### config.mk
export PLATFORM = sky130hd
export DESIGN_NAME = bbox_corner
export DESIGN_NICKNAME = d
export VERILOG_FILES = /design/src/gfx_pkg.sv /design/src/bbox_corner.sv
export SDC_FILE = /design/constraint.sdc
export NUM_CORES = 1
export LEC_CHECK = 0
export ABC_AREA = 1
export BUFFER_PORTS_ARGS = -buffer_cell sky130_fd_sc_hd__buf_2
export CELL_PAD_IN_SITES_DETAIL_PLACEMENT = 1
export CELL_PAD_IN_SITES_GLOBAL_PLACEMENT = 2
export CORE_MARGIN = 2
export CORE_UTILIZATION = 25
export CTS_CLUSTER_DIAMETER = 30
export DETAILED_ROUTE_END_ITERATION = 10
export GPL_TIMING_DRIVEN = 0
export PLACE_DENSITY_LB_ADDON = 0.1
export SLEW_MARGIN = 20
export SYNTH_ARGS = -nofsm -noshare
export SYNTH_HDL_FRONTEND = slang
export SYNTH_SLANG_ARGS = --single-unit
export TNS_END_PERCENT = 30
### constraint.sdc
create_clock -name clk -period 0.8 [get_ports clk]
set_input_delay 0.04 -clock clk [delete_from_list [all_inputs] [get_ports clk]]
set_output_delay 0.04 -clock clk [all_outputs]
set_load 0.005 [all_outputs]
### src/gfx_pkg.sv
//==========================================================
// Graphics types
// Pixel coordinates, triangle vertices and RGB colour
// shared by the span-fill blocks
//==========================================================
package gfx_pkg;

	// width of one RGB pixel
	localparam int COLOR_W = 24;

	// one 8-bit screen coordinate
	typedef logic [7:0] coord_t;

	// y sits in the upper byte, x in the lower byte
	typedef struct packed {
		coord_t y;
		coord_t x;
	} vertex_t;

	// vertex 0 in the low 16 bits
	typedef vertex_t [2:0] tri_t;

	// 8 bits each of red, green and blue
	typedef logic [COLOR_W-1:0] color_t;

endpackage

### src/bbox_corner.sv
//==========================================================
// Bounding-box corner
// Registers the smallest x and y over the three vertices
// of the incoming triangle
//==========================================================
`timescale 1ns/1ps

module bbox_corner
	import gfx_pkg::*;
(
	input logic clk,
	input logic n_rst,
	input logic math_start,
	input tri_t vertices,
	output coord_t xmin,
	output coord_t ymin
);
	coord_t x_lo;
	coord_t y_lo;

	always_comb
	begin
		x_lo = vertices[0].x;
		y_lo = vertices[0].y;
		for (int v = 1; v < 3; v++)
		begin
			if (vertices[v].x < x_lo)
				x_lo = vertices[v].x;
			if (vertices[v].y < y_lo)
				y_lo = vertices[v].y;
		end
	end

	always_ff @(posedge clk, negedge n_rst)
	begin
		if (!n_rst)
		begin
			xmin <= '0;
			ymin <= '0;
		end
		else if (math_start)
		begin
			xmin <= x_lo;
			ymin <= y_lo;
		end
	end
endmodule

; ---- Word-level counts from Yosys, hierarchy flattened
; Index checks and enable logic that the tools add are counted.
[word_totals]
regBits = 16
inputBits = 51
output_inout_bits = 16
[classes]
n_lt_le_gt_ge = 4
mux = 4
[ops]
columns = operator, count
row1 = 8-bit < comparator, 4
row2 = 8-bit two-way mux, 4

; ---- Longest topological paths before layout
; Gate-level depths: netlist of run 1.
[depth]
ltp_word = 4
depth_mapped = 21

; ---- Worst setup path after synthesis of run 1
; No wires, ideal clock.
[synth_path]
path_type = input to register
start = in vertices[7] (netlist bit)
end = reg xmin[0]
t_arrival_ps = 2271
slack_ps = -1589
stages = 14
n_path_buf = 1
cell_sequence = inv_1 ha_1 a21oi_1 o21a_1 nand2_4 buf_2 o21ai_0 ha_1 a21oi_1 nor2_1 a211oi_2 nand3_1 nand3_1 nand2_1
[synth_between]
elab_chain_cells = 4
[synth_lines]
columns = item, line
row1 = start: declaration, bbox_corner.sv:14  ; input tri_t vertices,
row2 = 8-bit < comparator, bbox_corner.sv:27  ; if (vertices[v].x < x_lo)
row3 = 8-bit two-way mux *, bbox_corner.sv:27
row4 = 8-bit < comparator, bbox_corner.sv:27
row5 = 8-bit two-way mux *, bbox_corner.sv:27
row6 = end signal: assignment, bbox_corner.sv:43  ; xmin <= x_lo;
row7 = end: declaration, bbox_corner.sv:15  ; output coord_t xmin,
; Every way passes the cells marked *; elsewhere a longest branch is shown, timed or not.
; A chain may end at the register's enable or synchronous reset.

; ---- Worst setup path after layout of run 1
[layout_path]
start = in vertices[23] (netlist bit)
end = reg xmin[5]
; Same word-level chain as after synthesis.

==> results.yml, run 1 <==
run_status:
  status: "complete, but fails checks"
  violations: "setup timing"
global_routing:
  grt_overflow: 0
  antenna_found_initial: 0
  grt_max_degree: 17
  grt_first_pass_wirelength_mm: 8.81
  grt_pass1_vias: 1914
  grtUsageTotal: 0.143
detailed_routing:
  routedWlPerCell_um: 11.9
  vias: 1926
  dr.first_iter.drc_count: 55
  drc: 0
  wl_mm: 5.40
  drt.antenna.violating_nets: 0
  viasPerCell: 4.26
  first_pass_iters: 4
sta:
  finalCritPeriodShare: 2.73
  relSlewSlack: 0.721
  setup_viol: 16
  rsz0062_at_grt: "true"
  setup_ws_ns: -1.38
  finalWorstPathRequiredPeriod_ns: 2.18
  timing.final.hold_violations: 0
  maxClockFrequency_mhz: 458
  tightest_slew_ns: 0.418
  slew_violations: 0
  fin_skew_ns: 0
synthesis:
  syn_avg_cell_area_um2: 6.62
  synth_area_mm2: 0.00176
  seq_area_frac_synth: 0.227
  synth_nets: 345
  synth_cell_type_count: 17
  synth_edf_count: 0
  synth_top_cells_by_count: "92 x nand2_1, 41 x inv_1, 34 x nand3_1"
  synthCells: 266
  yosysTopAreaCell: "dfrtp_1"
  synthTopCellsByArea: "dfrtp_1 23%, ha_1 20%, nand2_1 20%"
  synth_top_area_frac: 0.227
  ys_seq_elements: 16
  yosysMostFrequentCell: "nand2_1"
  yosysWarnings: 0
  synthFlopType: "dfrtp_1"
  ys_async_sr_fraction: 1.00
setup_path:
  cp.required_ns: 0.99
  start_kind: "input pin"
  critPathSlowestCell: "a211oi_4"
  path_class: "in2reg"
  cp_max_fo: 8
  path_cells: "buf_2, ha_4, a21oi_2, o21a_1, nand2_4, buf_12, o21ai_4, ha_4, a21oi_2, nor2_2, a211oi_4, buf_12, nand2_8, nand2_1, nand3_1, nand2_1"
  r2r_setup_slack_ns: 0.19
  critPathCaptureType: "flop"
  arrival_ns: 2.37
  critPathMaxStageDelay_ns: 0.32
cts:
  ctsRootBufferMaster: "clkbuf_8"
  insertion_delay_ns: 0.24
  cts.clk_slew.worst_paths_ns: 0.06
  cts_max_path_buffers: 2
  cts_tree: "built"
  h-tree-depth: 1
  numCtsBuffers: 3
  clkSinkCount: 16
pwr:
  power_frac_comb: 0.595
  power_mw: 4.29
  p_sw_mw: 1.61
  p_clk_frac: 0.163
  switching_share: 0.376
  powerDensity_mw_per_mm2: 1380
  intPower_mw: 2.68
  p_leak_nw: 1.61
  seqPwrFrac: 0.242
  peakVddDrop_v: 0.000605
flow_run:
  drv_cap: 0
final_layout:
  n_antenna_cell: 0
  layout-drive-gt1-share: 0.534
  nets: 436
  area_delta_synth_final_pct: 76.5
placement:
  post-place-ws_ns: -1.89
  dp.final_hpwl_mm: 4.18
  port_buffers: 65
  routabilityCongestion: 0.789
floorplan:
  die_h_um: 87.9
  initial_core_util: 0.259
  die_w_um: 87.9
  ios: 67
  die-area_mm2: 0.00773
  coreArea_mm2: 0.00679
  row_count: 30
hold_path:
  hold_class: "in2reg"
placed cells by master, fill, tap and decap left out, drive strengths merged:
| master | instances |
|---|---|
| dlygate4sd3 | 1 |
| a211oi | 2 |
| a21oi | 10 |
| nand3 | 36 |
| o21a | 2 |
| clkbuf | 7 |
| o21ai | 14 |
| inv | 43 |
| nand2 | 105 |
| dfrtp | 16 |
| nor2 | 6 |
| buf | 86 |
| ha | 28 |
worst max-delay path: cells and delay by family:
kind / cells / cell delay, ns
compound gates: 5 / 0.98
fa+ha+maj: 2 / 0.45
simple gates: 6 / 0.45
buf+inv: 3 / 0.44
registers in the layout, summed over array words and instances (netlist names):
name and count:
ymin 8, xmin 8
per-layer routing:
metal,wire [µm],vias to the layer above,global-route usage
li1,-,1032,-
met1,2700,847,0.213
met2,2420,42,0.218
met3,219,5,0.0141
met4,57,0,0.0378
met5,0,-,0
area by class of cell:
cell class                 instances  area [µm²]
fill                             838        3680
multi-input combinational        203        1650
timing repair buffer              85         654
sequential                        16         400
inverter                          43         181
tap                               96         120
clock buffer                       4        55.1
buffer                             5        51.3
cell families after synthesis:
group	Yosys count	synth area share
AND/OR/NAND/NOR	146	0.376
buffers and inverters	48	0.107
AO/OA/AOI/OAI	28	0.0909
adder cells (fa/ha/maj)	28	0.199
flip-flops	16	0.227
worst paths after layout:
| path | start | endpoint | cells after the start |
|---|---|---|---|
| worst max-delay path | vertices[23] | xmin[5] | 16 |
| worst min-delay path | math_start | xmin[4] | 3 |
| worst max register to register | ymin[0] | ymin[0] | 2 |
| worst min register to register | xmin[1] | xmin[1] | 2 |
| max in group asynchronous | n_rst | xmin[2] | 2 |
| min in group asynchronous | n_rst | ymin[7] | 2 |
per-stage QoR:
step	setup TNS, ns	cell area [µm²]	cells	hold slack (ns)	utilization
floorplan	-21.22	1950	266	-0.256	-
global placement	-29.23	2400	427	-0.0276	0.353
detailed placement	-29.42	2400	427	-0.0261	0.353
CTS	-19.87	2810	446	0.119	0.414
global route	-22.85	3110	452	0.142	0.458
finish	-20.46	3110	452	0.125	0.458
what timing repair did:
item | 4_1_cts | 5_1_grt
resized for setup | 52 | 49
setup endpoints to repair | 18 | 30
setup buffers | 12 | 4
hold endpoints to repair | 16 | 0
gates cloned | 2 | 2
hold buffers | 1 | 0
pin swaps | 13 | 19
power by group through the flow:
stage / logic, mW / clock network (mW) / registers [mW]
finish: 2.55 / 0.697 / 1.04
global route: 2.86 / 0.761 / 1.06
CTS: 2.20 / 0.720 / 1.04
detailed placement: 1.71 / 0 / 1.05
global placement: 1.69 / 0 / 1.05
floorplan: 1.09 / 0 / 1.08
Note: power is estimated with default switching activity, not from simulation.
==> run 2, diff against run 1 <==
clock period = 2.5 ns   (was 0.8 ns; I/O delays follow)
==> results.yml, run 2 (synthesized netlist as in run 1, its figures left out) <==
setup_path:
  r2r_setup_slack_ns: 1.89
  critPathCaptureType: "flop"
  r2r-start: "xmin[0]"
  regToRegEndpoint: "xmin[0]"
  path_class: "in2reg"
  start_kind: "input pin"
  cp_max_fo: 10
  r2r_cells: 2
  cp-startpoint: "vertices[7]"
  arrival_ns: 2.49
  cp.required_ns: 2.63
floorplan:
  die_w_um: 87.9
  row_count: 30
  ios: 67
  die-area_mm2: 0.00773
  die_h_um: 87.9
  coreArea_mm2: 0.00679
  initial_core_util: 0.259
detailed_routing:
  vias: 1830
  dr.first_iter.drc_count: 42
  dr_wl_met2_mm: 2.02
  viasPerCell: 4.20
  routedWlPerCell_um: 11.3
  first_pass_iters: 4
  drt.antenna.violating_nets: 0
  drc: 0
  wl_met3_um: 196
  wl_met1_mm: 2.62
  dr.max_layer_used: "met4"
  wl_mm: 4.91
global_routing:
  grt_first_pass_wirelength_mm: 8.18
  antenna_found_initial: 0
  grt_overflow: 0
  grt_max_degree: 17
  grtUsageTotal: 0.132
  grt_pass1_vias: 1765
cts:
  insertion_delay_ns: 0.24
  clkSinkCount: 16
  cts_tree: "built"
  ctsRootBufferMaster: "clkbuf_8"
  cts_max_path_buffers: 2
  cts.clk_slew.worst_paths_ns: 0.06
  h-tree-depth: 1
  numCtsBuffers: 3
sta:
  timing.final.hold_violations: 0
  relSlewSlack: 0.704
  fin_skew_ns: 0
  finalWorstPathRequiredPeriod_ns: 2.36
  setup_ws_ns: 0.140
  slew_violations: 0
  finalCritPeriodShare: 0.944
  maxClockFrequency_mhz: 424
  tightest_slew_ns: 0.440
  setup_tns_ns: 0
  holdWs_ns: 0.218
  setup_viol: 0
final_layout:
  top_regs: "xmin x8, ymin x8"
  final_common_cell: "nand2_1"
  nets: 421
  layout_common_cells: "90 x nand2_1, 66 x buf_2, 41 x inv_1"
  layout-drive-gt1-share: 0.329
  final_util: 0.365
  n_antenna_cell: 0
  area_delta_synth_final_pct: 40.8
pwr:
  p_leak_nw: 1.44
  powerDensity_mw_per_mm2: 456
  peakVddDrop_v: 0.000134
placement:
  port_buffers: 65
  post-place-ws_ns: -0.638
  routabilityCongestion: 0.776
  dp.final_hpwl_mm: 4.24
hold_path:
  holdPathStages: 3
  hp-start: "math_start"
  hold_class: "in2reg"
  hold_end: "xmin[7]"
run_status:
  status: "completed"
flow_run:
  drv_cap: 0
==> run 2: changes by cell type in the layout (fill, tap and decap cells not counted), moves of 4 or more <==
| cell | previous run | this run |
|---|---|---|
| inv_1 | 29 | 41 |
| o21ai_4 | 5 | 1 |
| ha_1 | 9 | 25 |
| o21ai_0 | 0 | 7 |
| nand3_2 | 11 | 2 |
| ha_4 | 16 | 3 |
| nand3_1 | 25 | 34 |
| buf_2 | 55 | 66 |
| buf_4 | 13 | 2 |
| nand2_1 | 75 | 90 |
| inv_2 | 9 | 2 |
| nand2_2 | 21 | 8 |
| buf_6 | 9 | 1 |
==> run 2: area by class of cell <==
class                   instances  area, µm²
multi-input cells             202       1280
fillers                       873       4310
inverters                      43        161
repair buffers                 71        433
flip-flops and latches         16        400
clock buffers                   3       41.3
plain buffers                   5       42.5
well taps                      96        120
==> run 2: how the worst max path moves through the flow <==
stage | endpoint | slack, ns
after floorplan | xmin[0] | 0.03
after global placement | xmin[6] | -0.64
after detailed placement | xmin[6] | -0.64
after CTS | xmin[2] | 0.006
after global routing | xmin[6] | -0.006
final | xmin[6] | 0.14
==> run 2: power by group <==
| group | internal, mW | total [mW] | leakage [nW] | switching [mW] |
|---|---|---|---|---|
| registers | 0.310 | 0.333 | 0.191 | 0.0229 |
| logic | 0.290 | 0.615 | 1.23 | 0.325 |
| clock network | 0.107 | 0.184 | 0.0216 | 0.0774 |
==> run 2: through the flow <==
step | instance area, µm² | cells | power (mW)
after floorplan | 1760 | 266 | 0.655
after global placement | 2210 | 427 | 0.827
after detailed placement | 2210 | 427 | 0.840
after CTS | 2310 | 433 | 1.08
after global routing | 2480 | 436 | 1.26
final | 2480 | 436 | 1.13
==> run 2: critical path, cell delays in order <==
cell and delay [ns]:
buf_2 0.08, inv_1 0.05, ha_1 0.31, a21oi_2 0.14
o21a_1 0.19, nand2_4 0.09, buf_6 0.15, nand2_2 0.07
o21ai_4 0.06, ha_1 0.29, a21oi_1 0.15, nor2_1 0.09
a211oi_4 0.26, clkbuf_16 0.20, nand3_1 0.07, nand3_1 0.11
nand2_1 0.05
==> run 2: repair_timing <==
item / 4_1_cts / 5_1_grt
endpoints found under the hold margin: 16 / 0
buffers inserted: 2 / 1
pin swaps: 2 / 6
gates cloned: 0 / 2
gates resized for setup: 6 / 28
hold buffers: 1 / 0
setup endpoints to repair: 16 / 16
==> run 2: per-layer routing <==
layer,track usage,up-vias
li1,-,996
met1,0.205,784
met2,0.191,43
met3,0.0123,7
met4,0.0406,0
met5,0,-
==> run 3, diff against run 2 <==
CELL_PAD_IN_SITES_DETAIL_PLACEMENT = 2   (was 1)
CORE_ASPECT_RATIO = 0.75   (was not set)
CORE_UTILIZATION = 26   (was 25)
CTS_BUF_LIST = sky130_fd_sc_hd__clkbuf_4   (was not set)
==> results.yml, run 3 (synthesized netlist as in run 1, its figures left out) <==
sta:
  slew_violations: 0
  fin_skew_ns: 0
  tightest_slew_ns: 0.437
  setup_tns_ns: 0
  timing.final.hold_violations: 0
  finalWorstPathRequiredPeriod_ns: 2.39
  finalCritPeriodShare: 0.954
  relSlewSlack: 0.706
  maxClockFrequency_mhz: 419
  setup_viol: 0
  setup_ws_ns: 0.114
cts:
  cts.clk_slew.worst_paths_ns: 0.09
  h-tree-depth: 1
  cts_max_path_buffers: 2
  ctsRootBufferMaster: "clkbuf_4"
  clkSinkCount: 16
  numCtsBuffers: 3
  cts_tree: "built"
  insertion_delay_ns: 0.27
setup_path:
  cp_top_family: "compound AO/OA/AOI/OAI gates"
  critPathSlowestCell: "ha_1"
  start_kind: "input pin"
  critPathMaxStageDelay_ns: 0.30
  r2r_setup_slack_ns: 1.86
  r2r-start: "xmin[2]"
  path_cells: "buf_2, inv_1, ha_1, a21oi_1, o21a_1, nand2_4, buf_6, o21ai_2, ha_1, nand2_1, nor2_2, a211oi_4, clkbuf_16, nand3_1, nand3_1, nand2_1"
  cp.required_ns: 2.67
  r2r_cells: 2
  path_class: "in2reg"
  cp_max_fo: 10
  critPathCaptureType: "flop"
  arrival_ns: 2.56
  cp.buffers_inverters: 4
  regToRegEndpoint: "xmin[2]"
floorplan:
  initial_core_util: 0.275
  die-area_mm2: 0.00746
  die_h_um: 75.3
  coreArea_mm2: 0.00641
  ios: 67
  die_w_um: 99.1
  row_count: 25
final_layout:
  nets: 422
  num-fill-cells: 784
  layout-drive-gt1-share: 0.322
  n_antenna_cell: 0
  final_common_cell: "nand2_1"
  area_delta_synth_final_pct: 36.2
  top_regs: "xmin x8, ymin x8"
  stdcell_area_mm2: 0.00240
  layout_common_cells: "92 x nand2_1, 66 x buf_2, 40 x inv_1"
hold_path:
  hold_class: "in2reg"
  hp-start: "math_start"
  hold_end: "xmin[6]"
  holdPathStages: 3
pwr:
  intPower_uw: 634
  switching_share: 0.404
  p_leak_nw: 1.42
  p_clk_frac: 0.124
  powerDensity_mw_per_mm2: 443
  power_mw: 1.06
  seqPwrFrac: 0.315
  power_frac_comb: 0.561
  p_sw_uw: 430
  peakVddDrop_v: 0.000116
placement:
  routabilityCongestion: 0.771
  post-place-ws_ns: -0.636
  port_buffers: 65
  place_area_mm2: 0.00219
  dp.final_hpwl_mm: 4.84
detailed_routing:
  viasPerCell: 4.49
  routedWlPerCell_um: 13.2
  drt.antenna.violating_nets: 0
  wl_mm: 5.58
  drc: 0
  first_pass_iters: 4
  vias: 1901
  dr.first_iter.drc_count: 21
global_routing:
  grt_pass1_vias: 1947
  grt_max_degree: 17
  antenna_found_initial: 0
  grtUsageTotal: 0.151
  grt_overflow: 0
  grt_first_pass_wirelength_mm: 9.07
run_status:
  status: "completed"
flow_run:
  drv_cap: 0
==> run 3: worst max-delay path by stage <==
stage,to,startpoint,cells after the start,slack (ns)
floorplan,xmin[0],vertices[7],14,0.03
CTS,ymin[0],vertices[15],18,0.007
finish,xmin[1],vertices[7],16,0.11
detailed placement,xmin[2],vertices[5],16,-0.64
global placement,xmin[3],vertices[7],16,-0.61
global route,xmin[2],vertices[7],17,-0.02
==> run 3: layout make-up <==
type	instances	area, µm²	share of cell area
buffer	5	35.0	0.0146
clock buffer	3	22.5	0.00938
clock inverter	1	3.75	0.00156
inverter	43	161	0.0673
multi-input combinational	202	1260	0.526
sequential	16	400	0.167
tap	81	101	0.0422
timing repair buffer	72	414	0.173
==> run 3: routing by layer <==
metal	vias to the layer above	GRT usage	wire length (µm)
met5	-	0	0
met4	0	0.0320	25
met3	2	0.0102	230
met2	42	0.236	2330
met1	855	0.229	3000
li1	1002	-	-
==> run 3: timing repair <==
action / CTS / global route
hold buffers: 1 / 0
setup endpoints to repair: 16 / 16
endpoints found under the hold margin: 16 / 0
pin swaps: 1 / 6
resized for setup: 8 / 22
gates cloned: 0 / 1
setup buffers: 1 / 4
==> run 3: worst register-to-register path: stages, from the launching register on <==
cell and delay, ns:
dfrtp_1 0.40, nand2_1 0.07, nand2_1 0.06
==> run 3: power groups by stage <==
| stage | sequential, mW | combinational (mW) | clock [mW] |
|---|---|---|---|
| after floorplan | 0.345 | 0.310 | 0 |
| after global placement | 0.338 | 0.497 | 0 |
| after detailed placement | 0.341 | 0.515 | 0 |
| after CTS | 0.336 | 0.547 | 0.144 |
| after global routing | 0.344 | 0.684 | 0.154 |
| final | 0.335 | 0.597 | 0.131 |
==> run 3: per-stage QoR <==
step	utilization	hold slack, ns	std cells
finish	0.374	0.169	423
CTS	0.352	0.159	418
floorplan	-	-0.171	266
global route	0.374	0.186	423
global placement	0.341	0.0538	412
detailed placement	0.341	0.0544	412
