$ cat src/gfx_pkg.sv
//==========================================================
// Graphics types
// Pixel coordinates, triangle vertices and RGB colour
// shared by the span-fill blocks
//==========================================================
package gfx_pkg;

	// width of one RGB pixel
	localparam int COLOR_W = 24;

	// one 8-bit screen coordinate
	typedef logic [7:0] coord_t;

	// y sits in the upper byte, x in the lower byte
	typedef struct packed {
		coord_t y;
		coord_t x;
	} vertex_t;

	// vertex 0 in the low 16 bits
	typedef vertex_t [2:0] tri_t;

	// 8 bits each of red, green and blue
	typedef logic [COLOR_W-1:0] color_t;

endpackage

$ cat src/sram_pkg.sv
//==========================================================
// SRAM map
// Word address type and the layer buffer layout
//==========================================================
package sram_pkg;

	typedef logic [23:0] addr_t;

	localparam addr_t LAYER0_BASE = 24'd0;
	localparam addr_t LAYER1_BASE = 24'd65536;

	// one screen line apart
	localparam addr_t ROW_STRIDE = 24'd256;

	// start of the selected layer buffer
	function automatic addr_t layer_base(input logic layer);
		if (layer)
			return LAYER1_BASE;
		return LAYER0_BASE;
	endfunction

endpackage

$ cat src/row_address.sv
//==========================================================
// Row address generator
// Counts finished rows and tracks the SRAM word address
// of the row being filled
//==========================================================
`timescale 1ns/1ps

module row_address
	import gfx_pkg::*, sram_pkg::*;
#(
	parameter int ROWS = 64
)
(
	input logic clk,
	input logic n_rst,
	input logic math_start,
	input logic layer_num,
	input logic row_advance,
	input coord_t xmin,
	input coord_t ymin,
	output addr_t address,
	output logic [$clog2(ROWS+1)-1:0] row_index,
	output logic all_finish
);
	// corner is registered on the math_start edge, so load one cycle later
	logic load_pending;

	always_ff @(posedge clk, negedge n_rst)
	begin
		if (!n_rst)
		begin
			load_pending <= 1'b0;
			row_index <= '0;
			address <= '0;
		end
		else
		begin
			load_pending <= math_start;
			if (math_start)
				row_index <= '0;
			else if (row_advance)
				row_index <= row_index + 1'b1;

			if (load_pending)
				address <= layer_base(layer_num) + addr_t'(ymin) * ROW_STRIDE + addr_t'(xmin);
			else if (row_advance)
				address <= address + ROW_STRIDE;
		end
	end

	assign all_finish = (row_index == ROWS);
endmodule

$ cat config.mk
export PLATFORM = sky130hd
export DESIGN_NAME = row_address
export DESIGN_NICKNAME = d
export VERILOG_FILES = /design/src/gfx_pkg.sv /design/src/sram_pkg.sv /design/src/row_address.sv
export SDC_FILE = /design/constraint.sdc
export NUM_CORES = 1
export LEC_CHECK = 0
export ABC_CLOCK_PERIOD_IN_PS = 1850
export BUFFER_PORTS_ARGS = -buffer_cell sky130_fd_sc_hd__buf_2
export CAP_MARGIN = 20
export CORE_UTILIZATION = 48
export CTS_CLUSTER_DIAMETER = 40
export DETAILED_ROUTE_END_ITERATION = 6
export PLACE_DENSITY = 0.8
export SLEW_MARGIN = 15
export SYNTH_ARGS = -nofsm -noshare
export SYNTH_HDL_FRONTEND = slang
export SYNTH_SLANG_ARGS = --single-unit
export TNS_END_PERCENT = 30
$ cat constraint.sdc
create_clock -name clk -period 1.85 [get_ports clk]
set_input_delay 0.37 -clock clk [delete_from_list [all_inputs] [get_ports clk]]
set_output_delay 0.37 -clock clk [all_outputs]
set_load 0.1 [all_outputs]
## Word-level counts from Yosys, hierarchy flattened

Index checks and enable logic that the tools add are counted.

- $add $sub $neg: 4
- Equal/unequal tests: 1
- Muxes and demuxes: 9
- Reduce and logical (&&, ||, !) cells: 2

Operator list:

| kind | number |
|---|---|
| $mux 24 | 5 |
| $add 24x16->24 | 1 |
| $add 24x8->24 | 1 |
| $add 24x9->24 const B | 1 |
| $mux 7 | 2 |
| $add 7x1->7 const B | 1 |
| $eq 7x7->1 const B | 1 |
| $reduce_bool 2->1 | 2 |
| $mux 1 | 2 |

- Register bits after elaboration: 32
- Input port bits: 21
- Output and inout port bits: 32
- Word-level logic and storage cells: 19

## Logic depth before layout (Yosys ltp)

Gate-level depths: netlist (run 1).

- Word-level depth: 7
- Depth in mapped cells: 5
- Depth with buffers taken out: 5

## Least setup slack after synthesis (run 1)

Ideal clock, no wire load.

- Path type: reg2out
- Start point: register row_index[4]
- End point: output port all_finish
- Arrival: 1,932 ps
- Data required time: 1,480 ps
- Slack: -452 ps
- Stages on the path, launching flop included: 3
- Buffers on the path: 0
- Cells stage by stage: dfrtp_1 -> nor4_1 -> and3_1

- Word-level cells in the longest chain between the ends: 1

Ends and longest elaborated chain:

| what | RTL line | RTL |
|---|---|---|
| start, declared | row_address.sv:22 | `output logic [$clog2(ROWS+1)-1:0] row_index,` |
| start signal, assigned | row_address.sv:42 | `row_index <= row_index + 1'b1;` |
| $eq 7x7->1 | row_address.sv:51 | `assign all_finish = (row_index == ROWS);` |
| end, declared | row_address.sv:23 | `output logic all_finish` |

Every way passes these cells.

## Final worst setup path (run 1)

Ends and elaborated chain as after synthesis.

==> qor.yml, run 1 <==
yosys:
  syn_inst: 147
  synth_area_leaders: "dfrtp_1 52%, mux2_2 7.3%, xnor2_1 4.6%, nand2_1 4.1%, xor2_1 4.0%"
  syn_nets: 171
  yosys_warnings: 0
  ys_ff_latch: 32
  ys_seq_area_share_pct: 52.1
  syn-cell-area_um2: 1540
  synth_top_area_cell: "dfrtp_1"
  synth.avg_cell_area_um2: 10.5
  async_reset_ff_share_pct: 100
  ys.flop_type: "dfrtp_1"
  synthDistinctLibCells: 27
  synth_edf_count: 0
  synth_top_area_share_pct: 52.1
clocking:
  cts_buffers: 5
  root_buffer: "clkbuf_4"
  cts_tree: "done"
  h-tree-depth: 2
  numClockSinks: 32
  hold_buffers: 0
  cts_buffer_depth: 2
  clk_latency_ns: 0.34
  clkTransAtPathRegs_ns: 0.11
power:
  vdd_drop_max_mv: 0.597
  swShare_pct: 41.7
  pwr-share-comb_pct: 30.3
  p_leak_nw: 0.902
  power_frac_clock_pct: 22.6
  p_seq_share_pct: 47.1
  power_switching_uw: 713
  p_per_area_nw_per_um2: 869
  p_int_uw: 997
timing:
  tightest_slew_ns: 0.694
  setup_viol: 0
  period_share_pct: 97.2
  hold_slack_ns: 0.0558
  tns_ns: 0
  post-route-min-period_ns: 1.80
  setup_slack_ns: 0.0511
  skew_ns: 0.0145
  rsz0062_at_grt: "yes"
  hold_violations: 0
  relSlewSlack_pct: 53.8
  maxSlewViolCount: 0
  max_freq_mhz: 556
min_path:
  hp-class: "primary input to asynchronous set/reset pin"
critical_path:
  slowest_delay_ns: 0.46
  r2r_end: "row_index[6]"
  crit_chain: "nor4_4 > and3_4 > buf_12"
  crit_arrival_ns: 1.43
  rrSetupSlack_ns: 0.41
  start_kind: "register"
  critPathRequiredTime_ns: 1.48
  worstPathMaxFanout: 5
  rr_startpoint: "row_index[0]"
  reg2reg_depth: 4
  cp_slowest_cell: "dfrtp_2"
  worstSetupEndpointType: "output pin"
  path_class: "register to output pin"
placed_design:
  numPortBuffers: 52
  globalplace.congestion: 0.897
  postPlaceCellArea_um2: 1890
  dp_hpwl_um: 2530
  pre_cts_slack_ns: 0.331
cells_and_area:
  final_cell_mix: "51 x buf_2, 17 x nand2_1, 17 x dfrtp_1"
  drive_gt1_share_pct: 45.4
  fin_area_um2: 1970
  multi_input_area_um2: 718
  final_common_cell: "buf_2"
  area.growth.synth_to_final_pct: 28.0
  diodes: 0
  fillCellCount: 271
  regArea_um2: 820
  nNetsFinal: 228
global_route:
  grt.total_usage_pct: 23.2
  grt_pass1_wl_um: 5870
  grt.overflow.total: 0
  grt_pass1_vias: 1329
  grt_start_max_net_pins: 33
  antenna_found_initial: 0
run_status:
  outcome: "finished, violations left"
  violations: "design-rule violations"
floorplanning:
  initial_core_util_pct: 50.4
  die_h_um: 58.6
  core_area_um2: 3050
  rows: 20
  chipWidth_um: 58.6
  io_pins: 53
  dieArea_um2: 3430
flow_run:
  max_cap_violations: 0
detailed_routing:
  wl_per_cell_um: 14.0
  drtIter0Drc: 73
  first_pass_iters: 6
  vias: 1351
  final_antenna_net_count: 0
  vias_per_cell: 5.43
  drcViolationCount: 1
  finalWirelength_um: 3490
==> sequential cells by signal (all words and copies together), names as in the netlist <==
| register | flops |
|---|---|
| address | 24 |
| load_pending | 1 |
| row_index | 7 |
==> metrics by stage <==
step,utilization (%),instances,power [mW]
final,64.5,249,1.71
after global routing,64.5,249,1.77
after CTS,63.6,248,1.72
after detailed placement,62.0,240,1.34
after global placement,62.0,240,1.32
after floorplan,-,147,1.22
==> cell families after synthesis <==
kind of cell,after synthesis,share of synthesized area (%)
xor+xnor,15,8.54
buf+inv,9,2.52
flops,32,52.1
fa+ha+maj,3,2.44
mux,12,8.63
simple gates,59,20.0
compound gates,17,5.78
==> final cells by class <==
class	instances	share of cell area, %
sequential	32	41.6
multi-input combinational	106	36.5
timing repair buffer	55	15.8
tap	44	2.80
clock buffer	7	2.29
inverter	4	0.763
clock inverter	1	0.254
==> power groups by stage <==
stage	clock network [mW]	logic, mW	registers, mW
after global placement	0	0.511	0.814
after floorplan	0	0.0925	1.12
after detailed placement	0	0.519	0.818
final	0.386	0.518	0.806
after global routing	0.414	0.543	0.815
after CTS	0.390	0.520	0.805
==> worst max-delay path by stage <==
stage | slack, ns | end | start
floorplan | -0.14 | all_finish | row_index[2]
global placement | 0.42 | all_finish | row_index[3]
detailed placement | 0.33 | row_index[6] | row_advance
CTS | 0.04 | all_finish | row_index[3]
global route | -0.01 | all_finish | row_index[4]
finish | 0.05 | all_finish | row_index[4]
==> repair_timing <==
action                                  4_1_cts  5_1_grt
buffers inserted                              0        1
endpoints found under the setup margin        0        1
endpoints found under the hold margin         0        0
resized for setup                             0        3
==> synthesized netlist by cell type, types with 2 or more instances <==
library cell / number
and4_1: 2
nand2_1: 17
clkbuf_1: 3
nand4_1: 6
a21oi_1: 4
mux2i_1: 2
nand4_2: 2
xnor2_1: 8
o21ai_0: 11
or3_1: 3
xor2_1: 7
nor2_1: 14
ha_1: 3
nor3_1: 3
mux2_2: 10
inv_1: 4
nand3_1: 6
dfrtp_1: 32
nor2b_1: 2
==> worst max-delay path, delay by kind of cell (launching register included) <==
family,cells,cell delay (ns)
simple gates,2,0.47
flops,1,0.46
buf+inv,1,0.17
==> metal layers <==
layer  wire (um)  part of all wire [%]  global-route usage (%)
met1        1390                    40                    27.1
met2        1810                    52                    40.4
met3         197                   5.6                    6.59
met4          99                   2.8                    9.18
met5           0                     0                       0
Power figures use the tool's default switching activity.
==> inputs of run 2 (changes only) <==
--- a/config.mk
+++ b/config.mk
@@ -5,13 +5,14 @@
 export SDC_FILE = /design/constraint.sdc
 export NUM_CORES = 1
 export LEC_CHECK = 0
+export ABC_AREA = 1
 export ABC_CLOCK_PERIOD_IN_PS = 1850
 export BUFFER_PORTS_ARGS = -buffer_cell sky130_fd_sc_hd__buf_2
-export CAP_MARGIN = 20
+export CAP_MARGIN = 40
 export CORE_UTILIZATION = 48
 export CTS_CLUSTER_DIAMETER = 40
 export DETAILED_ROUTE_END_ITERATION = 6
-export PLACE_DENSITY = 0.8
+export PLACE_DENSITY = 0.79
 export SLEW_MARGIN = 15
 export SYNTH_ARGS = -nofsm -noshare
 export SYNTH_HDL_FRONTEND = slang
==> run 2 against run 1 <==
  * Combinational power increased by 3%
  * Largest cell class unchanged
  * Count of clock-buffer cells in the layout decreased by 1
  * Wire length increased by 2.7%
  * Clock power increased by 7.8%
  * Fmax decreased by 2.1%
  * Critical path type unchanged
  * Final area increased by 6.0%
  * The flow now finishes without violations
  * Global-route usage decreased by 0.10 points
  * Register-to-register slack about the same
  * Non-clock buffer count increased by 2
==> qor.yml, run 2 <==
timing:
  tightest_slew_ns: 0.514  # -0.180 ns
  maxSlewViolCount: 0  # unchanged
  relSlewSlack_pct: 65.8  # +12 points
  rsz0062_at_grt: "yes"
  hold_violations: 0  # unchanged
  post-route-min-period_ns: 1.84  # +0.0387 ns
  setup_viol: 0  # unchanged
  skew_ns: 0.00863  # -0.00585 ns
  max_freq_mhz: 544  # -2.1%
  period_share_pct: 99.3  # +2.1 points
  hold_slack_ns: 0.192  # +0.137 ns
floorplanning:
  io_pins: 53  # unchanged
  initial_core_util_pct: 51.9  # +1.6 points
  chipWidth_um: 60.2  # +2.7%
  core_area_um2: 3130  # +2.5%
  die_h_um: 60.2  # +2.7%
  dieArea_um2: 3620  # +5.4%
  rows: 20  # unchanged
yosys:
  synth_most_common_cell: "nand2_1"
  synth-xor-area-share_pct: 3.24  # -5.3 points
  synth-adder-area-share_pct: 2.31  # -0.13 points
  synthDistinctLibCells: 23  # -15%
  synth_top_family_by_area: "simple AND/OR/NAND/NOR gates"
  synthMuxAreaShare_pct: 0  # -8.6 points
  syn_inst: 211  # +44%
  ys_seq_area_share_pct: 49.3  # -2.8 points
  synth_top_area_share_pct: 49.3  # -2.8 points
  synth_compound_area_share_pct: 6.93  # +1.2 points
  synth_edf_count: 0  # unchanged
  syn_nets: 235  # +37%
  ys_ff_latch: 32  # unchanged
  synth_top_area_cell: "dfrtp_1"
  synth.avg_cell_area_um2: 7.70  # -26%
  ys.flop_type: "dfrtp_1"
  yosys.area_share.simple_pct: 31.8  # +12 points
  netlist_top_cells_count: "72 x nand2_1, 32 x dfrtp_1, 30 x nor2_1"
  yosys_warnings: 0  # unchanged
  synth_area_leaders: "dfrtp_1 49%, nand2_1 17%, nor2_1 6.9%, inv_1 4.6%, nand3_1 4.3%"
  syn-cell-area_um2: 1620  # +5.6%
  async_reset_ff_share_pct: 100  # unchanged
flow_run:
  max_cap_violations: 0  # unchanged
critical_path:
  path_class: "register to output pin"
  crit_arrival_ns: 1.47  # +0.04 ns
  critical_path.top_delay_family: "flip-flops"
  crit_chain: "inv_4 > ha_4 > nand3_4 > nor3_4 > buf_12"
  critPathRequiredTime_ns: 1.48  # about the same
  worstPathMaxFanout: 2  # -3
  crit_buf_inv: 2  # +1
  start_kind: "register"
  cp_slowest_cell: "dfrtp_4"
  worstSetupEndpointType: "output pin"
  slowest_delay_ns: 0.50  # +0.04 ns
clocking:
  clkTransAtPathRegs_ns: 0.10  # about the same
  cts_tree: "done"
  clk_latency_ns: 0.33  # about the same
  cts_buffers: 5  # unchanged
  numClockSinks: 32  # unchanged
  root_buffer: "clkbuf_4"
  cts_buffer_depth: 2  # unchanged
  h-tree-depth: 2  # unchanged
power:
  p_per_area_nw_per_um2: 835  # -4.0%
  p_leak_nw: 1.10  # +22%
  power_switching_uw: 716  # +0.32%
  pwr-share-comb_pct: 30.8  # +0.5 points
  p_seq_share_pct: 45.4  # -1.7 points
  vdd_drop_max_mv: 0.535  # -10%
  swShare_pct: 41.1  # -0.63 points
  report.power.total_mw: 1.74  # +1.8%
  power_frac_clock_pct: 23.9  # +1.3 points
  p_int_mw: 1.03  # +2.9%
cells_and_area:
  diodes: 0  # unchanged
  fin_area_um2: 2090  # +6.0%
  final_cell_mix: "72 x nand2_1, 51 x buf_2, 30 x nor2_1"
  regMostFlops: "address"
  drive_gt1_share_pct: 29.8  # -16 points
  final_cells: 316  # +27%
  nNetsFinal: 295  # +29%
  largest_reg_flops: 24  # unchanged
  largestRegisters: "address (24), row_index (7), load_pending (1)"
  final_common_cell: "nand2_1"
  area.growth.synth_to_final_pct: 28.5
placed_design:
  dp_hpwl_um: 2630  # +3.9%
  numPortBuffers: 52  # unchanged
  postPlaceCellArea_um2: 1990  # +5.4%
  globalplace.congestion: 0.959  # +6.9%
  place_inst: 305  # +27%
global_route:
  grt.overflow.total: 0  # unchanged
  grtUsageMet1_pct: 28.9  # +1.9 points
  grt_start_max_net_pins: 24  # -27%
  grt_pass1_wl_um: 6010  # +2.4%
  grtUsageMet2_pct: 36.1  # -4.3 points
  antenna_found_initial: 0  # unchanged
  grt_pass1_vias: 1370  # +3.1%
  busiest_layer: "met2"
  grtUsageMet3_pct: 6.71  # +0.12 points
  grt.total_usage_pct: 23.1  # -0.10 points
detailed_routing:
  first_pass_iters: 4  # -2
  vias: 1547  # +15%
  drcViolationCount: 0  # -1
  vias_per_cell: 4.90  # -9.8%
  drtIter0Drc: 51  # -30%
  wl_per_cell_um: 11.4  # -19%
  finalWirelength_um: 3590  # +2.7%
  final_antenna_net_count: 0  # unchanged
run_status:
  outcome: "finished, final reports clean"
min_path:
  hp-class: "primary input to register"
run 2: logic make-up after synthesis:
family | count (synthesis)
simple gates | 125
flops | 32
compound gates | 19
fa+ha+maj | 3
buf+inv | 26
xor+xnor | 6
run 2: area by class of cell:
type | instances | area, um2
fillers | 289 | 1040
repair buffers | 57 | 315
flip-flops and latches | 32 | 812
clock buffers | 6 | 51.3
multi-input cells | 153 | 756
well taps | 44 | 55.1
clock inverters | 2 | 10.0
inverters | 22 | 87.6
run 2: metal layers:
layer	share of wire, %	vias to the layer above	routed length (um)
met4	1.6	0	59
li1	-	785	-
met1	45	701	1620
met2	47	55	1690
met5	0	-	0
met3	6.1	6	218
run 2: final timing paths:
path	start	to	slack (ns)	cells after the start
min reg2reg	address[3]	address[3]	0.48	2
min	math_start	load_pending	0.19	1
min in group asynchronous	n_rst	row_index[4]	0.54	2
max in group asynchronous	n_rst	address[10]	0.77	3
max reg2reg	row_index[1]	row_index[6]	0.40	9
max	row_index[1]	all_finish	0.01	5
run 2: power groups by stage:
stage / Clock, mW / Combinational (mW) / Sequential, mW
floorplan: 0 / 0.107 / 1.11
global placement: 0 / 0.518 / 0.802
detailed placement: 0 / 0.526 / 0.804
CTS: 0.433 / 0.537 / 0.789
global route: 0.473 / 0.569 / 0.797
finish: 0.416 / 0.536 / 0.790
run 2: through the flow:
step / utilization, % / setup TNS [ns] / setup WS, ns
2_1_floorplan: - / -0.746 / -0.257
3_3_place_gp: 63.7 / 0 / 0.329
3_5_place_dp: 63.7 / 0 / 0.292
4_1_cts: 66.4 / -0.0125 / -0.0125
5_1_grt: 66.7 / -0.0503 / -0.0503
6_report: 66.7 / 0 / 0.0125
run 2: repair_timing:
item,CTS,global route
pin swaps,1,0
resized for setup,1,0
hold endpoints to repair,0,5
endpoints found under the setup margin,1,1
hold buffers,0,1
setup buffers,2,0
run 2: worst register-to-register path, delay by kind of cell (launching register included):
family / cells / cell delay [ns]
fa+ha+maj: 1 / 0.16
buf+inv: 1 / 0.12
flops: 1 / 0.44
simple gates: 7 / 0.64
==> inputs of run 3 (changes only) <==
--- a/config.mk
+++ b/config.mk
@@ -9,9 +9,11 @@
 export ABC_CLOCK_PERIOD_IN_PS = 1850
 export BUFFER_PORTS_ARGS = -buffer_cell sky130_fd_sc_hd__buf_2
 export CAP_MARGIN = 40
+export CORE_MARGIN = 5
 export CORE_UTILIZATION = 48
 export CTS_CLUSTER_DIAMETER = 40
 export DETAILED_ROUTE_END_ITERATION = 6
+export GPL_ROUTABILITY_DRIVEN = 1
 export PLACE_DENSITY = 0.79
 export SLEW_MARGIN = 15
 export SYNTH_ARGS = -nofsm -noshare
==> run 3 against run 2 <==
  * First-iteration DRC count rose by 20%
  * Highest routed layer unchanged
  * Clock skew rose by 0.0035 ns
  * Critical path depth unchanged
  * Sequential cell count did not move
  * Critical endpoint unchanged
  * Setup slack better by 0.0030 ns
  * Global-route usage is 4.9 points lower
  * Fmax is 0.17% higher
==> qor.yml, run 3 (synthesis results as in run 2) <==
floorplanning:
  chipWidth_um: 68.2  # +13%
  core_area_um2: 3310  # +5.8%
  io_pins: 53  # unchanged
  die_h_um: 68.2  # +13%
  rows: 21  # +5.0%
  dieArea_um2: 4650  # +28%
  initial_core_util_pct: 49.1  # -2.9 points
detailed_routing:
  vias: 1542  # -0.32%
  vias_per_cell: 4.85  # -0.95%
  finalWirelength_um: 3750  # +4.4%
  drtIter0Drc: 61  # +20%
  wl_per_cell_um: 11.8  # +3.7%
  first_pass_iters: 5  # +1
  drcViolationCount: 0  # unchanged
  final_antenna_net_count: 0  # unchanged
power:
  swShare_pct: 41.0  # -0.10 points
  report.power.total_mw: 1.74  # -0.19%
  vdd_drop_max_mv: 0.521  # -2.6%
  pwr-share-comb_pct: 30.8  # about the same
  power_frac_clock_pct: 23.8  # about the same
  p_seq_share_pct: 45.4  # about the same
  p_int_mw: 1.03  # about the same
  p_leak_nw: 1.10  # unchanged
  power_switching_uw: 713  # -0.44%
  p_per_area_nw_per_um2: 832  # -0.31%
timing:
  relSlewSlack_pct: 67.5  # +1.8 points
  setup_slack_ns: 0.0155  # +0.00305 ns
  rsz0062_at_grt: "yes"
  tightest_slew_ns: 0.491  # -0.0232 ns
  hold_violations: 0  # unchanged
  skew_ns: 0.0121  # +0.00350 ns
  period_share_pct: 99.2  # -0.16 points
  max_freq_mhz: 545  # +0.17%
  setup_viol: 0  # unchanged
  post-route-min-period_ns: 1.83  # -0.00305 ns
  maxSlewViolCount: 0  # unchanged
  tns_ns: 0  # unchanged
clocking:
  cts_buffers: 5  # unchanged
  numClockSinks: 32  # unchanged
  cts_buffer_depth: 2  # unchanged
  root_buffer: "clkbuf_4"
  cts_tree: "done"
  h-tree-depth: 2  # unchanged
  clkTransAtPathRegs_ns: 0.10  # about the same
  clk_latency_ns: 0.33  # about the same
run_status:
  outcome: "finished, final reports clean"
critical_path:
  crit_chain: "inv_4 > ha_4 > nand3_4 > nor3_4 > buf_12"
  start_kind: "register"
  worstPathMaxFanout: 2  # unchanged
  rrSetupSlack_ns: 0.41  # about the same
  worstSetupEndpointType: "output pin"
  critPathRequiredTime_ns: 1.48  # about the same
  slowest_delay_ns: 0.50  # about the same
  cp_slowest_cell: "dfrtp_4"
  critical_path.top_delay_family: "flip-flops"
  crit_buf_inv: 2  # unchanged
  path_class: "register to output pin"
  crit_arrival_ns: 1.46  # about the same
global_route:
  antenna_found_initial: 0  # unchanged
  grt_pass1_wl_um: 6300  # +4.8%
  grt.overflow.total: 0  # unchanged
  grt_start_max_net_pins: 22  # -8.3%
  grt.total_usage_pct: 18.2  # -4.9 points
  grt_pass1_vias: 1493  # +9.0%
cells_and_area:
  diodes: 0  # unchanged
  multi_input_area_um2: 756  # unchanged
  regMostFlops: "address"
  largestRegisters: "address (24), row_index (7), load_pending (1)"
  post-route-util_pct: 63.1  # -3.6 points
  fillCellCount: 317  # +9.7%
  largest_reg_flops: 24  # unchanged
  final_common_cell: "nand2_1"
  fin_area_um2: 2090  # +0.12%
  area.growth.synth_to_final_pct: 28.7
  final_cell_mix: "72 x nand2_1, 51 x buf_2, 30 x nor2_1"
  drive_gt1_share_pct: 29.8  # unchanged
  regArea_um2: 812  # unchanged
  nNetsFinal: 295  # unchanged
flow_run:
  max_cap_violations: 0  # unchanged
min_path:
  hp-class: "primary input to register"
placed_design:
  numPortBuffers: 52  # unchanged
  pre_cts_slack_ns: 0.301  # +0.00823 ns
  dp_hpwl_um: 2900  # +11%
  globalplace.congestion: 0.820  # -15%
  postPlaceCellArea_um2: 2000  # +0.13%
## run 3: cell counts in the layout (fill, tap and decap cells not counted)
No cell type changed its count.
## run 3: final timing paths
check,startpoint,endpoint,cells after the start
worst min-delay path,math_start,load_pending,1
worst max register to register,row_index[1],row_index[6],9
worst min register to register,address[5],address[5],2
worst max-delay path,row_index[1],all_finish,5
min in group asynchronous,n_rst,address[8],2
max in group asynchronous,n_rst,address[22],3
## run 3: power by group through the flow
stage          logic [mW]  registers, mW  clock network [mW]
4_1_cts             0.537          0.790               0.429
5_1_grt             0.565          0.796               0.465
6_report            0.536          0.789               0.414
2_1_floorplan       0.107           1.11                   0
3_3_place_gp        0.521          0.803                   0
3_5_place_dp        0.528          0.804                   0
## run 3: worst register-to-register path: stages (launching register included)
cell	delay (ns)
dfrtp_4	0.44
buf_4	0.12
ha_1	0.16
nand3_1	0.10
nor2_1	0.16
nand2_1	0.07
nor2_1	0.13
nand2_1	0.06
nand2_1	0.06
nor2_1	0.04
## run 3: repair_timing
item | 4_1_cts | 5_1_grt
pin swaps | 1 | 0
gates resized for setup | 1 | 0
endpoints found under the hold margin | 20 | 0
hold buffers | 1 | 0
buffers inserted | 1 | 1
setup endpoints to repair | 1 | 1
## run 3: through the flow
step | hold slack (ns) | cells
2_1_floorplan | 0.0744 | 211
3_3_place_gp | 0.357 | 307
3_5_place_dp | 0.347 | 307
4_1_cts | 0.162 | 317
5_1_grt | 0.163 | 318
6_report | 0.171 | 318
## run 3: area by class of cell
type,count,share of cell area (%)
clock buffers,6,2.46
clock inverters,2,0.479
inverters,22,4.19
repair buffers,57,15.1
well taps,46,2.75
multi-input cells,153,36.2
flip-flops and latches,32,38.9
## run 3: layer usage
metal	track usage, %	share of wire (%)	vias up
met5	0	0	-
met4	7.94	1.4	0
met3	4.43	7.2	5
met2	31.8	49	48
met1	21.1	42	707
li1	-	-	782
